$ cat src/rtl/mempool_lite_pkg.sv
//~~~~~~~~~~~~~~~~~~~~~~~~~~~~~~~~~~~~~~~~~~~~~~~~~~~~~~~~~~~~~~~~~~~~~~~~~~
// Shared sizes, memory map, response and target enums, and the internal
// memory request and response structs
//~~~~~~~~~~~~~~~~~~~~~~~~~~~~~~~~~~~~~~~~~~~~~~~~~~~~~~~~~~~~~~~~~~~~~~~~~~

package mempool_lite_pkg;

  localparam int unsigned AddrWidth      = 32;
  localparam int unsigned DataWidth      = 32;
  localparam int unsigned StrbWidth      = 4;
  localparam int unsigned NumL2Banks     = 4;
  localparam int unsigned L2BankNumWords = 64;
  localparam int unsigned L2Size         = 1024;
  localparam int unsigned NumCores       = 4;

  // Bank index sits right above the byte offset and the row above that
  localparam int unsigned L2BankIdxWidth = $clog2(NumL2Banks);
  localparam int unsigned L2RowWidth     = $clog2(L2BankNumWords);

  typedef logic [AddrWidth-1:0] addr_t;
  typedef logic [DataWidth-1:0] data_t;
  typedef logic [StrbWidth-1:0] strb_t;

  // Memory map ranges include the start and exclude the end
  localparam addr_t L2BaseAddr      = 32'h8000_0000;
  localparam addr_t L2EndAddr       = L2BaseAddr + addr_t'(L2Size);
  localparam addr_t BootromBaseAddr = 32'hA000_0000;
  localparam addr_t BootromEndAddr  = 32'hA001_0000;
  localparam addr_t CtrlBaseAddr    = 32'h4000_0000;
  localparam addr_t CtrlEndAddr     = 32'h4001_0000;

  localparam int unsigned BootromNumWords = 16;
  localparam int unsigned BootromIdxWidth = $clog2(BootromNumWords);
  localparam data_t       BootromWordBase = 32'hB007_0000;

  localparam addr_t CtrlEocOffset      = 32'h0;
  localparam addr_t CtrlWakeUpOffset   = 32'h4;
  localparam addr_t CtrlL2SizeOffset   = 32'h8;
  localparam addr_t CtrlNumCoresOffset = 32'hC;

  typedef enum logic [1:0] {
    RespOkay   = 2'b00,
    RespSlvErr = 2'b10
  } axil_resp_e;

  typedef enum logic [1:0] {
    TgtCtrl,
    TgtBootrom,
    TgtL2,
    TgtNone
  } target_e;

  typedef struct packed {
    logic  we;
    addr_t addr;
    data_t wdata;
    strb_t strb;
  } mem_req_t;

  typedef struct packed {
    data_t rdata;
    logic  err;
  } mem_rsp_t;

endpackage

$ cat src/rtl/ctrl_registers.sv
//~~~~~~~~~~~~~~~~~~~~~~~~~~~~~~~~~~~~~~~~~~~~~~~~~~~~~~~~~~~~~~~~~~~~~~~~~~
// End-of-computation, wake-up and identification registers
//~~~~~~~~~~~~~~~~~~~~~~~~~~~~~~~~~~~~~~~~~~~~~~~~~~~~~~~~~~~~~~~~~~~~~~~~~~
`timescale 1ns/100ps

module ctrl_registers
  import mempool_lite_pkg::*;
(
  input  logic                clk_i,
  input  logic                rst_i,
  input  logic                valid_i,
  input  mem_req_t            req_i,
  output mem_rsp_t            rsp_o,
  output logic                eoc_valid_o,
  output logic [NumCores-1:0] wake_up_o
);

  addr_t               offset;
  data_t               eoc_q;
  logic [NumCores-1:0] wake_q;
  data_t               rdata_q;

  assign offset = req_i.addr - CtrlBaseAddr;

  always_ff @(posedge clk_i) begin
    if (rst_i) begin
      eoc_q  <= '0;
      wake_q <= '0;
    end else begin
      // Wake-up lines only pulse for one cycle
      wake_q <= '0;
      if (valid_i && req_i.we) begin
        if (offset == CtrlEocOffset) begin
          for (int i = 0; i < StrbWidth; i++) begin
            if (req_i.strb[i]) begin
              eoc_q[i*8 +: 8] <= req_i.wdata[i*8 +: 8];
            end
          end
        end else if (offset == CtrlWakeUpOffset) begin
          wake_q <= req_i.wdata[NumCores-1:0];
        end
      end
    end
  end

  // Wake-up and unknown offsets read as zero
  always_ff @(posedge clk_i) begin
    if (valid_i && !req_i.we) begin
      unique case (offset)
        CtrlEocOffset:      rdata_q <= eoc_q;
        CtrlL2SizeOffset:   rdata_q <= data_t'(L2Size);
        CtrlNumCoresOffset: rdata_q <= data_t'(NumCores);
        default:            rdata_q <= '0;
      endcase
    end
  end

  assign rsp_o       = '{rdata: rdata_q, err: 1'b0};
  assign eoc_valid_o = eoc_q[0];
  assign wake_up_o   = wake_q;

  assert property (@(posedge clk_i) disable iff (rst_i)
    !$past(valid_i && req_i.we && offset == CtrlWakeUpOffset) |-> wake_up_o == '0)
    else $error("Wake-up pulse without a preceding wake-up write");

endmodule

$ cat config.mk
export PLATFORM = sky130hd
export DESIGN_NAME = ctrl_registers
export DESIGN_NICKNAME = d
export VERILOG_FILES = /design/src/rtl/mempool_lite_pkg.sv /design/src/rtl/ctrl_registers.sv
export SDC_FILE = /design/constraint.sdc
export NUM_CORES = 1
export LEC_CHECK = 0
export BUFFER_PORTS_ARGS = -buffer_cell sky130_fd_sc_hd__buf_2
export CELL_PAD_IN_SITES_DETAIL_PLACEMENT = 0
export CELL_PAD_IN_SITES_GLOBAL_PLACEMENT = 2
export CORE_ASPECT_RATIO = 1.5
export CORE_MARGIN = 3
export CORE_UTILIZATION = 31
export CTS_CLUSTER_SIZE = 28
export DETAILED_ROUTE_END_ITERATION = 10
export GPL_ROUTABILITY_DRIVEN = 0
export PLACE_DENSITY_LB_ADDON = 0.25
export SLEW_MARGIN = 20
export SYNTH_ARGS = -nofsm -noshare
export SYNTH_HDL_FRONTEND = slang
export SYNTH_SLANG_ARGS = --single-unit
export TNS_END_PERCENT = 5
$ cat constraint.sdc
create_clock -name clk_i -period 2.1 [get_ports clk_i]
set_input_delay 0.105 -clock clk_i [delete_from_list [all_inputs] [get_ports clk_i]]
set_output_delay 0.105 -clock clk_i [all_outputs]
set_load 0.05 [all_outputs]
==> results.py <==
metrics = {
    "outcome": {
        "status": "finished clean",
    },
    "worst_setup_path": {
        "path_max_fanout": 8,
        "cp_cell_sequence": "buf_2 > nor4_2 > nand4_2 > nor4_4 > buf_4 > mux2i_1",
        "cp_top_family": "simple AND/OR/NAND/NOR gates",
        "r2r_start": "eoc_q[2]",
        "startpoint": "req_i[54]",
        "critical_path_arrival_ps": 1660,
        "end_kind": "flop",
        "max_stage_delay_ps": 350,
        "required_ps": 2350,
        "start_kind": "primary input",
        "path_buf_inv": 2,
        "slowest_stage": "nor4_2",
        "crit_type": "in -> reg",
    },
    "cells_and_area": {
        "synthToLayoutAreaGrowth_pct": 35.3,
        "diodes": 0,
        "drive_gt1_share_pct": 40.4,
        "regArea_um2": 1680,
        "multi_input_area_um2": 1270,
        "nFillCells": 912,
        "finalNonFillerCells": 478,
        "nets": 433,
        "design_area_um2": 4040,
    },
    "yosys": {
        "synth_common_cells": "nand2b_1, dfxtp_1, and2_1",
        "synth_edf_count": 32,
        "synth_area_leaders": "edfxtp_1, dfxtp_1, nand2b_1",
        "async_flop_share_pct": 0,
        "syn_nets": 313,
        "synth.most_common_cell": "nand2b_1",
        "synth.distinct_cells": 22,
        "yosysWarningCount": 0,
        "syn_inst": 241,
        "netlist_area_um2": 2990,
        "syn_avg_cell_area_um2": 12.4,
        "ys_ff_latch": 68,
        "ys_seq_area_share_pct": 56.3,
        "synth_top_flop_cell": "dfxtp_1",
        "yosysTopAreaCellShare_pct": 32.2,
        "yosysTopAreaCell": "edfxtp_1",
    },
    "sta": {
        "period_share_pct": 67.0,
        "rsz0062_at_grt": "false",
        "post-route-min-period_ps": 1410,
        "slew_violations": 0,
        "setup_tns_ps": 0,
        "hold_viol_final": 0,
        "final-setup-viol-count": 0,
        "finClkSkew_ps": 1.82,
        "fmax_mhz": 711,
    },
    "clocking": {
        "cts-resized-gates": 0,
        "root_buffer": "clkbuf_16",
        "path_clk_slew_ps": 50,
        "cts_buffers": 9,
        "clk_latency_ps": 320,
        "cts_tree": "yes",
        "clock-sinks": 68,
        "post_cts_buffers": 0,
        "cts_buffer_depth": 2,
        "hold_buffers": 4,
        "cts.htree.levels": 3,
    },
    "job": {
        "drv_cap": 0,
    },
    "floorplan": {
        "rows": 43,
        "die_w_um": 86.1,
        "start_util_pct": 32.1,
        "die_area_um2": 10900,
        "core_area_um2": 9310,
        "io-pin-count": 110,
        "fp.dieH_um": 126,
    },
    "route": {
        "drc": 0,
        "finalWirelength_um": 6390,
        "vias_per_cell": 4.29,
        "drtIter0Drc": 50,
        "num_vias": 2053,
        "post_drt_wl_per_cell_um": 13.4,
        "ant_nets": 0,
        "firstDrtPassIters": 4,
    },
    "global_routing": {
        "grt_use_total_pct": 12.3,
        "grt_antenna_before_repair": 0,
        "grt_max_degree": 65,
        "grt_overflow": 0,
        "grt_pass1_wl_um": 10200,
        "grt_pass1_vias": 2148,
    },
    "min_path": {
        "min_from": "req_i[23]",
        "hold_class": "in -> reg",
    },
    "power": {
        "finalPower_mw": 3.24,
        "leakage_nw": 1.55,
        "ir_worst_vdd_uv": 399,
        "power_density_nw_per_um2": 803,
    },
    "placement": {
        "dp.cells": 458,
        "dp_hpwl_um": 4500,
        "io_buffers": 108,
        "placed_area_um2": 3700,
    },
}
## per-layer routing
metal | GRT usage, % | up-vias | share of wire [%]
met5 | 0 | - | 0
li1 | - | 1058 | -
met1 | 13.9 | 920 | 40
met2 | 21.0 | 64 | 52
met3 | 3.93 | 11 | 6.8
met4 | 5.31 | 0 | 1.8
## cells by family (layout without fill, tap and decap cells)
kind of cell / Yosys count / in the layout / share of synthesized area, %
compound gates: 1 / 1 / 0.167
buf+inv: 11 / 136 / 1.51
flops: 68 / 68 / 56.3
mux: 32 / 32 / 10.7
other cells: 1 / 1 / 0.126
simple gates: 128 / 128 / 31.2
## power breakdown
part / internal (mW) / switching (mW) / total (mW)
Clock: 0.979 / 0.520 / 1.50
Combinational: 0.110 / 0.209 / 0.319
Sequential: 1.42 / 0.00927 / 1.43
## sequential cells by signal, indices dropped and copies added (netlist names)
| name | count |
|---|---|
| wake_up_o | 4 |
| rdata_q | 32 |
| eoc_q | 32 |
## layout make-up
class	count	share of cell area (%)
timing repair buffer	120	15.9
sequential	68	41.6
clock buffer	12	6.35
clock inverter	4	1.18
multi-input combinational	162	31.5
tap	112	3.47
## per-stage QoR
step                      hold slack (ps)  util [%]  worst slack (ps)
after floorplan                       227         -               117
after global placement                326      39.7               370
after detailed placement              328      39.7               342
after CTS                            24.2      43.4               676
after global routing                 31.7      43.4               559
final                                37.2      43.4               694
## tightest hold or removal path, stage by stage
cell and delay (ps):
buf_2 90, nand2b_1 50, mux2i_1 60
## path summary, 6_finish.rpt
path | end | slack, ps | cells after the start
setup / recovery | eoc_q[17] | 690 | 6
hold / removal | eoc_q[19] | 40 | 3
setup reg to reg | rdata_q[2] | 1390 | 2
hold reg to reg | eoc_q[12] | 470 | 2
## layout by cell type (no fill, tap or decap), drive strengths merged
cell type / n
buf: 116
nand2b: 64
dfxtp: 36
and2: 34
mux2i: 32
edfxtp: 32
clkbuf: 12
nor4: 12
nand2: 7
dlygate4sd3: 4
nor2: 3
nand4: 3
clkinv: 2
nor4b: 1
or2: 1
nor3: 1
a21oi: 1
nor2b: 1
or3b: 1
conb: 1
clkinvlp: 1
bufinv: 1
Power figures use the tool's default switching activity.
