### src/rtl/mempool_lite_pkg.sv
//~~~~~~~~~~~~~~~~~~~~~~~~~~~~~~~~~~~~~~~~~~~~~~~~~~~~~~~~~~~~~~~~~~~~~~~~~~
// Shared sizes, memory map, response and target enums, and the internal
// memory request and response structs
//~~~~~~~~~~~~~~~~~~~~~~~~~~~~~~~~~~~~~~~~~~~~~~~~~~~~~~~~~~~~~~~~~~~~~~~~~~

package mempool_lite_pkg;

  localparam int unsigned AddrWidth      = 32;
  localparam int unsigned DataWidth      = 32;
  localparam int unsigned StrbWidth      = 4;
  localparam int unsigned NumL2Banks     = 4;
  localparam int unsigned L2BankNumWords = 64;
  localparam int unsigned L2Size         = 1024;
  localparam int unsigned NumCores       = 4;

  // Bank index sits right above the byte offset and the row above that
  localparam int unsigned L2BankIdxWidth = $clog2(NumL2Banks);
  localparam int unsigned L2RowWidth     = $clog2(L2BankNumWords);

  typedef logic [AddrWidth-1:0] addr_t;
  typedef logic [DataWidth-1:0] data_t;
  typedef logic [StrbWidth-1:0] strb_t;

  // Memory map ranges include the start and exclude the end
  localparam addr_t L2BaseAddr      = 32'h8000_0000;
  localparam addr_t L2EndAddr       = L2BaseAddr + addr_t'(L2Size);
  localparam addr_t BootromBaseAddr = 32'hA000_0000;
  localparam addr_t BootromEndAddr  = 32'hA001_0000;
  localparam addr_t CtrlBaseAddr    = 32'h4000_0000;
  localparam addr_t CtrlEndAddr     = 32'h4001_0000;

  localparam int unsigned BootromNumWords = 16;
  localparam int unsigned BootromIdxWidth = $clog2(BootromNumWords);
  localparam data_t       BootromWordBase = 32'hB007_0000;

  localparam addr_t CtrlEocOffset      = 32'h0;
  localparam addr_t CtrlWakeUpOffset   = 32'h4;
  localparam addr_t CtrlL2SizeOffset   = 32'h8;
  localparam addr_t CtrlNumCoresOffset = 32'hC;

  typedef enum logic [1:0] {
    RespOkay   = 2'b00,
    RespSlvErr = 2'b10
  } axil_resp_e;

  typedef enum logic [1:0] {
    TgtCtrl,
    TgtBootrom,
    TgtL2,
    TgtNone
  } target_e;

  typedef struct packed {
    logic  we;
    addr_t addr;
    data_t wdata;
    strb_t strb;
  } mem_req_t;

  typedef struct packed {
    data_t rdata;
    logic  err;
  } mem_rsp_t;

endpackage

### src/rtl/axil_slave_port.sv
//~~~~~~~~~~~~~~~~~~~~~~~~~~~~~~~~~~~~~~~~~~~~~~~~~~~~~~~~~~~~~~~~~~~~~~~~~~
// AXI4-Lite slave with a single outstanding transaction
//~~~~~~~~~~~~~~~~~~~~~~~~~~~~~~~~~~~~~~~~~~~~~~~~~~~~~~~~~~~~~~~~~~~~~~~~~~
`timescale 1ns/100ps

module axil_slave_port
  import mempool_lite_pkg::*;
(
  input  logic       clk_i,
  input  logic       rst_i,
  input  logic       aw_valid_i,
  output logic       aw_ready_o,
  input  addr_t      aw_addr_i,
  input  logic       w_valid_i,
  output logic       w_ready_o,
  input  data_t      w_data_i,
  input  strb_t      w_strb_i,
  output logic       b_valid_o,
  input  logic       b_ready_i,
  output axil_resp_e b_resp_o,
  input  logic       ar_valid_i,
  output logic       ar_ready_o,
  input  addr_t      ar_addr_i,
  output logic       r_valid_o,
  input  logic       r_ready_i,
  output data_t      r_data_o,
  output axil_resp_e r_resp_o,
  output logic       req_valid_o,
  output mem_req_t   req_o,
  input  logic       rsp_valid_i,
  input  mem_rsp_t   rsp_i
);

  typedef enum logic [1:0] {
    Idle,
    Issue,
    Wait,
    Respond
  } state_e;

  state_e   state_q;
  logic     is_write_q;
  mem_req_t req_q;
  mem_rsp_t rsp_q;

  // AW and W go together, and a waiting write blocks AR
  assign aw_ready_o = (state_q == Idle) && aw_valid_i && w_valid_i;
  assign w_ready_o  = aw_ready_o;
  assign ar_ready_o = (state_q == Idle) && !aw_valid_i && !w_valid_i;

  always_ff @(posedge clk_i) begin
    if (rst_i) begin
      state_q    <= Idle;
      is_write_q <= 1'b0;
    end else begin
      unique case (state_q)
        Idle: begin
          if (aw_ready_o) begin
            is_write_q <= 1'b1;
            state_q    <= Issue;
          end else if (ar_valid_i && ar_ready_o) begin
            is_write_q <= 1'b0;
            state_q    <= Issue;
          end
        end
        Issue: state_q <= Wait;
        Wait: begin
          if (rsp_valid_i) begin
            state_q <= Respond;
          end
        end
        Respond: begin
          if (is_write_q ? b_ready_i : r_ready_i) begin
            state_q <= Idle;
          end
        end
        default: state_q <= Idle;
      endcase
    end
  end

  // Request and response payload
  always_ff @(posedge clk_i) begin
    if (aw_ready_o) begin
      req_q <= '{we: 1'b1, addr: aw_addr_i, wdata: w_data_i, strb: w_strb_i};
    end else if (ar_valid_i && ar_ready_o) begin
      req_q <= '{we: 1'b0, addr: ar_addr_i, wdata: '0, strb: '0};
    end
    if (state_q == Wait && rsp_valid_i) begin
      rsp_q <= rsp_i;
    end
  end

  assign req_valid_o = (state_q == Issue);
  assign req_o       = req_q;

  assign b_valid_o = (state_q == Respond) && is_write_q;
  assign r_valid_o = (state_q == Respond) && !is_write_q;
  assign b_resp_o  = rsp_q.err ? RespSlvErr : RespOkay;
  assign r_resp_o  = rsp_q.err ? RespSlvErr : RespOkay;
  assign r_data_o  = rsp_q.rdata;

  assert property (@(posedge clk_i) disable iff (rst_i) !(b_valid_o && r_valid_o))
    else $error("B and R valid in the same cycle");

endmodule

### config.mk
export PLATFORM = sky130hd
export DESIGN_NAME = axil_slave_port
export DESIGN_NICKNAME = d
export VERILOG_FILES = /design/src/rtl/mempool_lite_pkg.sv /design/src/rtl/axil_slave_port.sv
export SDC_FILE = /design/constraint.sdc
export NUM_CORES = 1
export LEC_CHECK = 0
export ABC_CLOCK_PERIOD_IN_PS = 9300
export BUFFER_PORTS_ARGS = -buffer_cell sky130_fd_sc_hd__buf_2
export CORE_MARGIN = 3
export CORE_UTILIZATION = 46
export DETAILED_ROUTE_END_ITERATION = 7
export PLACE_DENSITY_LB_ADDON = 0.12
export RECOVER_POWER = 25
export SLEW_MARGIN = 20
export SYNTH_ARGS = -nofsm -noshare
export SYNTH_HDL_FRONTEND = slang
export SYNTH_SLANG_ARGS = --single-unit
### constraint.sdc
create_clock -name clk_i -period 9.3 [get_ports clk_i]
set_input_delay 0.93 -clock clk_i [delete_from_list [all_inputs] [get_ports clk_i]]
set_output_delay 0.93 -clock clk_i [all_outputs]
set_load 0.02 [all_outputs]
==> results.yml <==
run_status:
  status: "finished, violations left"
  violations: "max-capacitance violations, max-slew violations"
synthesis:
  synth_warnings: 0
  synth.area.top_cells: "edfxtp_1 76%, nand2_1 9.5%, and2_1 6.0%, dfxtp_1 2.0%, ha_1 1.3%"
  netlist_instances: 280
  ys.flop_type: "edfxtp_1"
  synth_fa_ha_area_frac: 0.01261
  synth_seq_area_share: 0.7844
  synth.most_common_cell: "edfxtp_1"
  ys_ff_latch: 105
  yosys.area_share.xor_xnor: 0
  synth_top_family_by_area: "simple AND/OR/NAND/NOR gates"
  yosys.area_share.simple: 0.1614
  synth_area_sq_mm: 0.003969
  synthTopCellsByCount: "101 x edfxtp_1, 100 x nand2_1, 38 x and2_1"
  synth_compound_area_frac: 0.01356
  avgSynthCellArea_sq_um: 14.17
  yosysTopAreaCell: "edfxtp_1"
  synthArstFlopShare: 0
  synth_edf_count: 101
  synth_mux_area_frac: 0.005044
  synth_cell_types: 23
  synth_top_area_share: 0.7642
timing:
  finalSetupViolCount: 0
  fin_setup_tns_ps: 0
  whs_ps: 479.2
  slew_headroom: -0.2047
  fmax_mhz: 313.6
  hold_violations: 0
  final_max_slew_viol_count: 34
  post-route-period-util: 0.3428
  clock_skew_ps: 16.79
  fin_crit_ps: 3188
  timing.final.ws_setup_ps: 6112
  rsz0062_at_grt: "no"
  worst_pin_slew_ps: 1807
pwr:
  cellPowerDensity_mw_per_mm2: 241.1
  p_leak_nw: 2.536
  finalPower_mw: 1.318
  peakVddDrop_uv: 181.2
placed_design:
  place_hpwl_um: 7678
  portBuffers: 249
  gp_congestion: 0.7806
  dp_cells: 623
  dpl_cell_area_sq_mm: 0.005304
  dpl_worst_slack_ps: 6136
floorplan:
  core_area_sq_mm: 0.008299
  die_h_um: 98.89
  rows: 33
  start_util: 0.4782
  ioPinCount: 252
  die_w_um: 98.89
  dieArea_sq_mm: 0.009778
clock_network:
  clk_pin_slew_ps: 90
  cts_buffer_depth: 2
  htreeDepth: 3
  cts_root_buf: "clkbuf_8"
  worstSkewPairLatency_ps: 360
  tritoncts: "done"
  cts_buffers: 9
  post_cts_buffers: 0
  cts.sink_count: 105
  post_cts_resized: 0
  cts-hold-fix-buffers: 0
finish:
  final_util: 0.6588
  num_antenna_cells: 0
  seqCellArea_sq_mm: 0.003113
  final_area_sq_mm: 0.005468
  area_delta_synth_final_pct: 37.77
  fin_nets: 674
  instances_no_fill: 639
  multiInputGateArea_sq_um: 779.5
  nFillCells: 689
  drive_gt1_frac: 0.4757
detailed_routing:
  via_count: 2957
  drt-pass1-iter-count: 4
  drt-total-wl_um: 10050
  drcViolationCount: 0
  ant_nets: 0
  wl_per_cell_um: 15.72
  via_per_inst: 4.628
  first_iter_violations: 102
grt:
  grt_pass1_wl_um: 14840
  grt_max_degree: 73
  grt_pass1_vias: 2873
  grt.total_usage: 0.1977
  antenna_found_initial: 0
  grt-ovfl-total: 0
worst_setup_path:
  start_kind: "primary input"
  path_class: "in -> out"
  required_ps: 8370
  cp.buffers_inverters: 3
  worst-path-max-fanout: 72
  crit_family: "buffers and inverters"
  cpMaxStageDelayCell: "inv_2"
  crit_path_max_incr_delay_ps: 710
  cp-end-kind: "output pin"
  cp_cell_sequence: "clkbuf_1 -> nand3_1 -> inv_2 -> buf_2"
  cp.arrival_ps: 2260
worst_hold_path:
  hold_class: "reg -> reg"
run:
  drv_cap: 1
==> worst reg2reg max path: cells and delay by family (launching register included) <==
kind | cells | cell delay, ps
buf+inv | 2 | 1390
flops | 1 | 350
fa+ha+maj | 1 | 190
simple gates | 1 | 130
==> area by class of cell <==
| class | instances | share of cell area |
|---|---|---|
| Sequential cell | 105 | 0.5693 |
| Clock inverter | 7 | 0.01098 |
| Inverter | 5 | 0.003432 |
| Multi-Input combinational cell | 157 | 0.1426 |
| Clock buffer | 9 | 0.02265 |
| Tap cell | 105 | 0.02403 |
| Timing Repair Buffer | 251 | 0.2270 |
==> power by group <==
part	internal (mW)	total [mW]	switching [mW]
sequential	0.643	0.667	0.0240
clock	0.103	0.267	0.164
combinational	0.118	0.384	0.267
==> path summary, 6_finish.rpt <==
kind / start / end / slack (ps) / cells after the start
max: aw_valid_i / w_ready_o / 6110 / 4
min: req_o[68]$_SDFFE_PP1P_ / req_o[68]$_SDFFE_PP1P_ / 480 / 1
min reg2reg: req_o[68]$_SDFFE_PP1P_ / req_o[68]$_SDFFE_PP1P_ / 480 / 1
max reg2reg: state_q[0]$_SDFFE_PP0P_ / r_data_o[25]$_DFFE_PP_ / 6840 / 4
==> cells in the final DEF, fill, tap and decap left out, types with 3 or more instances in the layout <==
cell and instances:
buf_2 236, edfxtp_1 101, nand2_1 99, and2_1 37, clkbuf_1 14, clkbuf_8 9
inv_1 4, ha_1 4, dfxtp_1 4, inv_6 3
==> layer usage <==
| metal | track usage | routed length [um] | part of all wire | vias up |
|---|---|---|---|---|
| met2 | 0.3512 | 5217 | 0.52 | 144 |
| met3 | 0.06086 | 857 | 0.085 | 19 |
| met5 | 0 | 0 | 0 | - |
| li1 | - | - | - | 1442 |
| met1 | 0.2298 | 3761 | 0.37 | 1352 |
| met4 | 0.05882 | 208 | 0.021 | 0 |
==> registers in the layout, indices dropped and copies added (netlist names) <==
signal	flops
is_write_q	1
r_data_o	32
req_o	69
rsp_q	1
state_q	2
==> cell families after synthesis <==
| kind of cell | Yosys count |
|---|---|
| flip-flops | 105 |
| multiplexers | 2 |
| AO/OA/AOI/OAI | 7 |
| other | 1 |
| AND/OR/NAND/NOR | 142 |
| adder cells (fa/ha/maj) | 4 |
| buffers and inverters | 19 |
Note: power is estimated with default switching activity, not from simulation.
