[config.mk]
export PLATFORM = sky130hd
export DESIGN_NAME = addr_decoder
export DESIGN_NICKNAME = d
export VERILOG_FILES = /design/src/rtl/mempool_lite_pkg.sv /design/src/rtl/addr_decoder.sv
export SDC_FILE = /design/constraint.sdc
export NUM_CORES = 1
export LEC_CHECK = 0
export BUFFER_PORTS_ARGS = -buffer_cell sky130_fd_sc_hd__buf_2
export CORE_AREA = 2 2 107 109
export CTS_CLUSTER_DIAMETER = 40
export DETAILED_ROUTE_END_ITERATION = 12
export DIE_AREA = 0 0 109 111
export SYNTH_ARGS = -nofsm -noshare
export SYNTH_HDL_FRONTEND = slang
export SYNTH_SLANG_ARGS = --single-unit
[constraint.sdc]
create_clock -name clk_i -period 1.57 [get_ports clk_i]
set_input_delay 0.3925 -clock clk_i [delete_from_list [all_inputs] [get_ports clk_i]]
set_output_delay 0.3925 -clock clk_i [all_outputs]
set_load 0.05 [all_outputs]
[src/rtl/mempool_lite_pkg.sv]
//~~~~~~~~~~~~~~~~~~~~~~~~~~~~~~~~~~~~~~~~~~~~~~~~~~~~~~~~~~~~~~~~~~~~~~~~~~
// Shared sizes, memory map, response and target enums, and the internal
// memory request and response structs
//~~~~~~~~~~~~~~~~~~~~~~~~~~~~~~~~~~~~~~~~~~~~~~~~~~~~~~~~~~~~~~~~~~~~~~~~~~

package mempool_lite_pkg;

  localparam int unsigned AddrWidth      = 32;
  localparam int unsigned DataWidth      = 32;
  localparam int unsigned StrbWidth      = 4;
  localparam int unsigned NumL2Banks     = 4;
  localparam int unsigned L2BankNumWords = 64;
  localparam int unsigned L2Size         = 1024;
  localparam int unsigned NumCores       = 4;

  // Bank index sits right above the byte offset and the row above that
  localparam int unsigned L2BankIdxWidth = $clog2(NumL2Banks);
  localparam int unsigned L2RowWidth     = $clog2(L2BankNumWords);

  typedef logic [AddrWidth-1:0] addr_t;
  typedef logic [DataWidth-1:0] data_t;
  typedef logic [StrbWidth-1:0] strb_t;

  // Memory map ranges include the start and exclude the end
  localparam addr_t L2BaseAddr      = 32'h8000_0000;
  localparam addr_t L2EndAddr       = L2BaseAddr + addr_t'(L2Size);
  localparam addr_t BootromBaseAddr = 32'hA000_0000;
  localparam addr_t BootromEndAddr  = 32'hA001_0000;
  localparam addr_t CtrlBaseAddr    = 32'h4000_0000;
  localparam addr_t CtrlEndAddr     = 32'h4001_0000;

  localparam int unsigned BootromNumWords = 16;
  localparam int unsigned BootromIdxWidth = $clog2(BootromNumWords);
  localparam data_t       BootromWordBase = 32'hB007_0000;

  localparam addr_t CtrlEocOffset      = 32'h0;
  localparam addr_t CtrlWakeUpOffset   = 32'h4;
  localparam addr_t CtrlL2SizeOffset   = 32'h8;
  localparam addr_t CtrlNumCoresOffset = 32'hC;

  typedef enum logic [1:0] {
    RespOkay   = 2'b00,
    RespSlvErr = 2'b10
  } axil_resp_e;

  typedef enum logic [1:0] {
    TgtCtrl,
    TgtBootrom,
    TgtL2,
    TgtNone
  } target_e;

  typedef struct packed {
    logic  we;
    addr_t addr;
    data_t wdata;
    strb_t strb;
  } mem_req_t;

  typedef struct packed {
    data_t rdata;
    logic  err;
  } mem_rsp_t;

endpackage

[src/rtl/addr_decoder.sv]
//~~~~~~~~~~~~~~~~~~~~~~~~~~~~~~~~~~~~~~~~~~~~~~~~~~~~~~~~~~~~~~~~~~~~~~~~~~
// Address decoder for L2, boot ROM and control registers
//~~~~~~~~~~~~~~~~~~~~~~~~~~~~~~~~~~~~~~~~~~~~~~~~~~~~~~~~~~~~~~~~~~~~~~~~~~
`timescale 1ns/100ps

module addr_decoder
  import mempool_lite_pkg::*;
(
  input  logic     clk_i,
  input  logic     rst_i,
  input  logic     req_valid_i,
  input  mem_req_t req_i,
  output logic     l2_valid_o,
  output logic     rom_valid_o,
  output logic     ctrl_valid_o,
  output mem_req_t tgt_req_o,
  input  mem_rsp_t l2_rsp_i,
  input  mem_rsp_t rom_rsp_i,
  input  mem_rsp_t ctrl_rsp_i,
  output logic     rsp_valid_o,
  output mem_rsp_t rsp_o
);

  target_e tgt_d, tgt_q;
  logic    valid_q;

  always_comb begin
    if (req_i.addr >= CtrlBaseAddr && req_i.addr < CtrlEndAddr) begin
      tgt_d = TgtCtrl;
    end else if (req_i.addr >= BootromBaseAddr && req_i.addr < BootromEndAddr) begin
      // ROM writes fall through to the error path
      tgt_d = req_i.we ? TgtNone : TgtBootrom;
    end else if (req_i.addr >= L2BaseAddr && req_i.addr < L2EndAddr) begin
      tgt_d = TgtL2;
    end else begin
      tgt_d = TgtNone;
    end
  end

  assign tgt_req_o    = req_i;
  assign l2_valid_o   = req_valid_i && (tgt_d == TgtL2);
  assign rom_valid_o  = req_valid_i && (tgt_d == TgtBootrom);
  assign ctrl_valid_o = req_valid_i && (tgt_d == TgtCtrl);

  // Remember the target to steer the response back
  always_ff @(posedge clk_i) begin
    if (rst_i) begin
      valid_q <= 1'b0;
      tgt_q   <= TgtNone;
    end else begin
      valid_q <= req_valid_i;
      if (req_valid_i) begin
        tgt_q <= tgt_d;
      end
    end
  end

  assign rsp_valid_o = valid_q;

  always_comb begin
    unique case (tgt_q)
      TgtCtrl:    rsp_o = ctrl_rsp_i;
      TgtBootrom: rsp_o = rom_rsp_i;
      TgtL2:      rsp_o = l2_rsp_i;
      default:    rsp_o = '{rdata: '0, err: 1'b1};
    endcase
  end

  assert property (@(posedge clk_i) disable iff (rst_i)
    $onehot0({l2_valid_o, rom_valid_o, ctrl_valid_o}))
    else $error("More than one target selected");

endmodule

==> flow_summary.json, run 1 <==
{
  "status": "finished with violations",
  "violations": "setup timing",
  "synthXorXnorAreaFrac_pct": 0,
  "max_slew_margin_pct": 75.6,
  "synth_top_family_by_area": "buffers and inverters",
  "powerDensity_mw_per_mm2": 318,
  "ctsHoldBuffers": 0,
  "grt_pass1_wl_mm": 8.71,
  "drt-initial-drc-count": 37,
  "synth_top_area_cell": "buf_4",
  "reg2regPathDepth": 3,
  "fin_tns_setup_ns": -5.34,
  "dp_hpwl_mm": 4.67,
  "drv_cap": 0,
  "r2r-end": "tgt_q[1]$_SDFFE_PP1P_",
  "placedCellCount": 471,
  "seq_area_um2": 67.6,
  "netlist_instances": 206,
  "drcViolationCount": 0,
  "slew_violations": 0,
  "numCtsBuffers": 3,
  "p_leak_nw": 1.51,
  "holdPathEnd": "rsp_valid_o$_SDFF_PP0_",
  "crit_chain": "buf_12 > buf_6 > mux2i_2 > o21ai_2 > buf_6",
  "ant_nets": 0,
  "yosys.area_share.adder_pct": 0,
  "whs_path_depth": 2,
  "fin_crit_ns": 1.77,
  "reg2reg_slack_ns": 0.70,
  "ys_ff_latch": 3,
  "grt_start_max_net_pins": 22,
  "ir_drop_mv": 0.701,
  "period_share_pct": 113,
  "netlist_area_mm2": 0.00146,
  "drive_gt1_share_pct": 82.1,
  "clk_latency_ns": 0.22,
  "synthArstFlopShare_pct": 0,
  "synth_fp_nets": 377,
  "via_per_inst": 3.95,
  "netlist.area_leader.share_pct": 37.6,
  "worstPathArrival_ns": 1.38,
  "crit_top_cell": "buf_6",
  "rr_startpoint": "tgt_q[1]$_SDFFE_PP1P_",
  "yosysSeqAreaShare_pct": 4.12,
  "synthFlopType": "dfxtp_1",
  "die_w_um": 109,
  "htree_levels": 1,
  "criticalPathCategory": "flop to output pin",
  "core_area_mm2": 0.0111,
  "critPathLaunch": "tgt_q[1]$_SDFFE_PP1P_",
  "fin_nets": 508,
  "wl_per_cell_um": 13.5,
  "dp_slack_ns": -0.299,
  "start_util_pct": 13.1,
  "slowest_delay_ns": 0.42,
  "skew_ns": 0,
  "antenna_found_initial": 0,
  "firstDrtPassIters": 4,
  "areaGrowthSynthToFinish_pct": 95.4,
  "io_buffer_count": 184,
  "ys_types": 23,
  "synth_most_common_cell": "buf_4",
  "grt_usage_pct": 9.36,
  "setup_viol": 36,
  "final_cells": 479,
  "num-fill-cells": 1182,
  "synth_area_leaders": "buf_4 38%, mux2i_1 22%, o21ai_1 10%",
  "path_clk_slew_ns": 0.03,
  "rows": 39,
  "clock_path_buffers": 2,
  "multi_input_area_mm2": 0.00110,
  "cpMaxStageDelayCell": "dfxtp_4",
  "worst_setup_path_start_kind": "flop",
  "cp-end-kind": "output pin",
  "hold_class": "input port to flop",
  "worst_slew_pin_slew_ns": 0.366,
  "layout_setup_ws_ns": -0.201,
  "synth-edff-count": 0,
  "yosys_warnings": 0,
  "antenna_cells": 0,
  "io-pin-count": 277,
  "cts_tree": "built",
  "wl_mm": 6.48,
  "syn_area_per_cell_um2": 7.07,
  "fmax_mhz": 565,
  "synth_compound_area_share_pct": 13.6,
  "grt-ovfl-total": 0,
  "synth_commonest_cells": "73 x buf_4, 33 x nand2_1, 32 x mux2i_1, 29 x o21ai_1, 7 x nor2_1",
  "synthMuxAreaShare_pct": 22.0,
  "vias": 1890,
  "rsz0062_at_grt": "yes",
  "grt_pass1_vias": 1966,
  "hold_start": "rst_i",
  "place_congestion": 0.815,
  "cts_sinks": 3,
  "chipHeight_um": 111,
  "yosys.area_share.simple_pct": 17.8,
  "cts_root_buf": "clkbuf_16",
  "dieArea_mm2": 0.0121,
  "critPathRequiredTime_ns": 1.18,
  "hold_viol": 0,
  "cp_max_fo": 8
}
-- sequential cells by signal, indices dropped and copies added, names as in the netlist --
| register | cells |
|---|---|
| tgt_q | 2 |
| rsp_valid_o | 1 |
-- how the worst max path moves through the flow --
stage                   endpoint  cells past startpoint
floorplan               rsp_o[1]                      2
global placement    ctrl_valid_o                      5
CTS                    rsp_o[31]                      5
detailed placement  ctrl_valid_o                      5
global route            rsp_o[6]                      5
finish                  rsp_o[6]                      5
-- critical path, delay by kind of cell (launching register included) --
family	cells	cell delay, ns
buf+inv	3	0.42
flops	1	0.42
mux	1	0.24
compound gates	1	0.08
-- through the flow --
step | area (um^2) | utilization [%] | hold WS, ns | power (W)
5_1_grt | 2850 | 25.7 | 0.360 | 0.000938
6_report | 2850 | 25.7 | 0.355 | 0.000904
3_5_place_dp | 2300 | 20.8 | 0.593 | 0.000465
4_1_cts | 2840 | 25.6 | 0.356 | 0.000889
3_3_place_gp | 2300 | 20.8 | 0.590 | 0.000458
2_1_floorplan | 1650 | - | 0.464 | 0.000608
-- cell type report --
type	instances	share of cell area, %
multi-input combinational	122	38.7
tap	143	6.29
sequential	3	2.37
clock buffer	4	2.77
inverter	1	0.132
timing repair buffer	206	49.7
-- timing repair --
item,CTS,global route
setup buffers,6,0
resized for setup,103,18
cloned,3,0
endpoints found under the setup margin,36,36
pin swaps,9,2
-- power breakdown --
group | total (W) | switching [W] | internal, W
Sequential | 0.0000749 | 0.000000210 | 0.0000747
Clock | 0.000409 | 0.0000737 | 0.000336
Combinational | 0.000420 | 0.000239 | 0.000180
-- cell families after synthesis --
kind of cell | after synthesis
AOI/OAI and AO/OA | 38
DFF | 3
and+or+nand+nor | 52
muxes | 32
buffers and inverters | 81
-- placed cells by master, fill, tap and decap left out, types with 2 or more instances in the layout --
cell / instances
buf_2: 145
buf_6: 42
o21ai_2: 29
nand2_1: 23
mux2i_1: 20
buf_4: 13
mux2i_2: 9
nand2_2: 8
nor2_1: 4
mux2i_4: 3
nor2_4: 3
clkbuf_16: 3
buf_12: 3
nor2b_4: 2
nand2_4: 2
o21ai_4: 2
nor4_4: 2
nor2b_1: 2
a21oi_1: 2
o21bai_1: 2
buf_8: 2
dfxtp_4: 2
-- routing by layer --
layer  share of wire [%]  vias to the layer above  track usage (%)  routed length, um
met5                   0                        -                0                  0
met4                 1.4                        0             2.82                 92
met3                 9.7                       14            0.941                626
met2                  58                      143             21.8               3790
met1                  30                      841             7.22               1980
li1                    -                      892                -                  -
Note: power is estimated with default switching activity, not from simulation.
==> run 2, diff against run 1 <==
clock period = 1.7 ns   (was 1.57 ns; I/O delays follow)
==> flow_summary.json, run 2 (same netlist as run 1, synthesis figures left out) <==
{
  "fin_nets": 505,
  "crit_top_cell": "buf_6",
  "worst_setup_path_start_kind": "input port",
  "skew_ns": 0,
  "wl_mm": 6.16,
  "fmax_mhz": 565,
  "htree_levels": 1,
  "drt-initial-drc-count": 11,
  "core_area_mm2": 0.0111,
  "path_buf_inv": 2,
  "cp_max_fo": 4,
  "dp_slack_ns": -0.221,
  "hold_start": "rst_i",
  "firstDrtPassIters": 4,
  "io_buffer_count": 184,
  "vias": 1791,
  "slew_violations": 0,
  "placedCellCount": 467,
  "drv_cap": 0,
  "holdPathEnd": "rsp_valid_o$_SDFF_PP0_",
  "grt_pass1_vias": 1821,
  "critPathRequiredTime_ns": 1.27,
  "antenna_cells": 0,
  "intPower_w": 0.000561,
  "grt-ovfl-total": 0,
  "clk_latency_ns": 0.22,
  "fin_crit_ns": 1.77,
  "start_util_pct": 13.1,
  "drive_gt1_share_pct": 80.5,
  "slowest_delay_ns": 0.34,
  "hold_viol": 0,
  "numCtsBuffers": 3,
  "cts_tree": "built",
  "ant_nets": 0,
  "die_w_um": 109,
  "fin_tns_setup_ns": -1.28,
  "dieArea_mm2": 0.0121,
  "cpMaxStageDelayCell": "nor4b_4",
  "combinationalPowerShare_pct": 47.4,
  "rows": 39,
  "critPathLaunch": "req_i[62]",
  "period_share_pct": 104,
  "status": "finished with violations",
  "regMostFlops": "tgt_q",
  "antenna_found_initial": 1,
  "p_sw_share_pct": 33.6,
  "powerDensity_mw_per_mm2": 296,
  "rsz0062_at_grt": "yes",
  "cp-end-kind": "output pin",
  "violations": "setup timing",
  "pwr-share-clk_pct": 44.2,
  "grt_pass1_wl_mm": 8.85,
  "grt_usage_pct": 9.40,
  "cts_sinks": 3,
  "chipHeight_um": 111,
  "via_per_inst": 3.76,
  "setup_viol": 35,
  "wl_per_cell_um": 12.9,
  "cp_top_family": "simple AND/OR/NAND/NOR gates",
  "power.switching_w": 0.000284,
  "grt_start_max_net_pins": 20,
  "worstPathArrival_ns": 1.35,
  "layout_commonest_cell": "buf_2",
  "drcViolationCount": 0,
  "hold_class": "input port to flop",
  "layout_setup_ws_ns": -0.0710,
  "whs_path_depth": 2,
  "power_w": 0.000844,
  "p_leak_nw": 1.45,
  "criticalPathCategory": "input port to output pin",
  "reg2regPathDepth": 4,
  "path_clk_slew_ns": 0.03,
  "ir_drop_mv": 0.398,
  "clock_path_buffers": 2,
  "io-pin-count": 277,
  "r2r-end": "tgt_q[1]$_SDFFE_PP1P_",
  "cts_root_buf": "clkbuf_16",
  "max_slew_margin_pct": 80.7,
  "final_cells": 476,
  "seqPwrFrac_pct": 8.4,
  "dp_hpwl_mm": 4.70,
  "reg2reg_slack_ns": 0.70,
  "ctsHoldBuffers": 0,
  "final_cell_mix": "142 x buf_2, 42 x buf_6, 32 x nand2_1",
  "largest_reg_flops": 2,
  "areaGrowthSynthToFinish_pct": 95.6,
  "worst_slew_pin_slew_ns": 0.288,
  "rr_startpoint": "tgt_q[1]$_SDFFE_PP1P_",
  "crit_chain": "buf_6 > nor4b_4 > nand4_4 > nor2_2 > buf_6",
  "place_congestion": 0.715
}
## run 2: cell types whose count changed in the layout (fill, tap and decap cells not counted), sizes merged
cell | before | now
buf | 206 | 202
clkbuf | 4 | 5
## run 2: power by group through the flow
stage	sequential, W	combinational (W)	clock (W)
after CTS	0.0000709	0.000374	0.000383
after global placement	0.0000733	0.000346	0
after detailed placement	0.0000732	0.000348	0
after global routing	0.0000710	0.000426	0.000393
final	0.0000710	0.000401	0.000373
after floorplan	0.0000779	0.000479	0
## run 2: cell type report
cell class,instances,area [um^2]
fill,1194,8230
inverter,1,3.75
timing repair buffer,203,1420
clock buffer,4,78.8
sequential,3,65.1
multi-input combinational,122,1100
tap,143,179
## run 2: how the worst max path moves through the flow
stage	to	slack, ns	cells after the start
after global routing	rom_valid_o	-0.14	5
after detailed placement	ctrl_valid_o	-0.22	5
after floorplan	ctrl_valid_o	-0.29	3
after global placement	ctrl_valid_o	-0.20	5
after CTS	rsp_o[17]	-0.1	5
final	ctrl_valid_o	-0.07	5
## run 2: what timing repair did
action                                 4_1_cts  5_1_grt
buffers inserted                             4        0
setup endpoints to repair                   36       36
cloned                                       2        1
gates resized for setup                     96       27
endpoints found under the hold margin        0        0
pin swaps                                    7        3
## run 2: stage by stage
| stage | utilization (%) | instance area, um^2 | hold slack [ns] |
|---|---|---|---|
| after floorplan | - | 1570 | 0.497 |
| after global placement | 20.0 | 2210 | 0.608 |
| after detailed placement | 20.0 | 2210 | 0.612 |
| after CTS | 24.6 | 2730 | 0.380 |
| after global routing | 25.7 | 2850 | 0.389 |
| final | 25.7 | 2850 | 0.388 |
## run 2: layer usage
layer / vias up / GRT usage (%) / routed length, um
met4: 0 / 1.62 / 46
met3: 10 / 1.76 / 535
met1: 768 / 9.50 / 2120
li1: 886 / - / -
met2: 127 / 19.3 / 3450
met5: - / 0 / 0
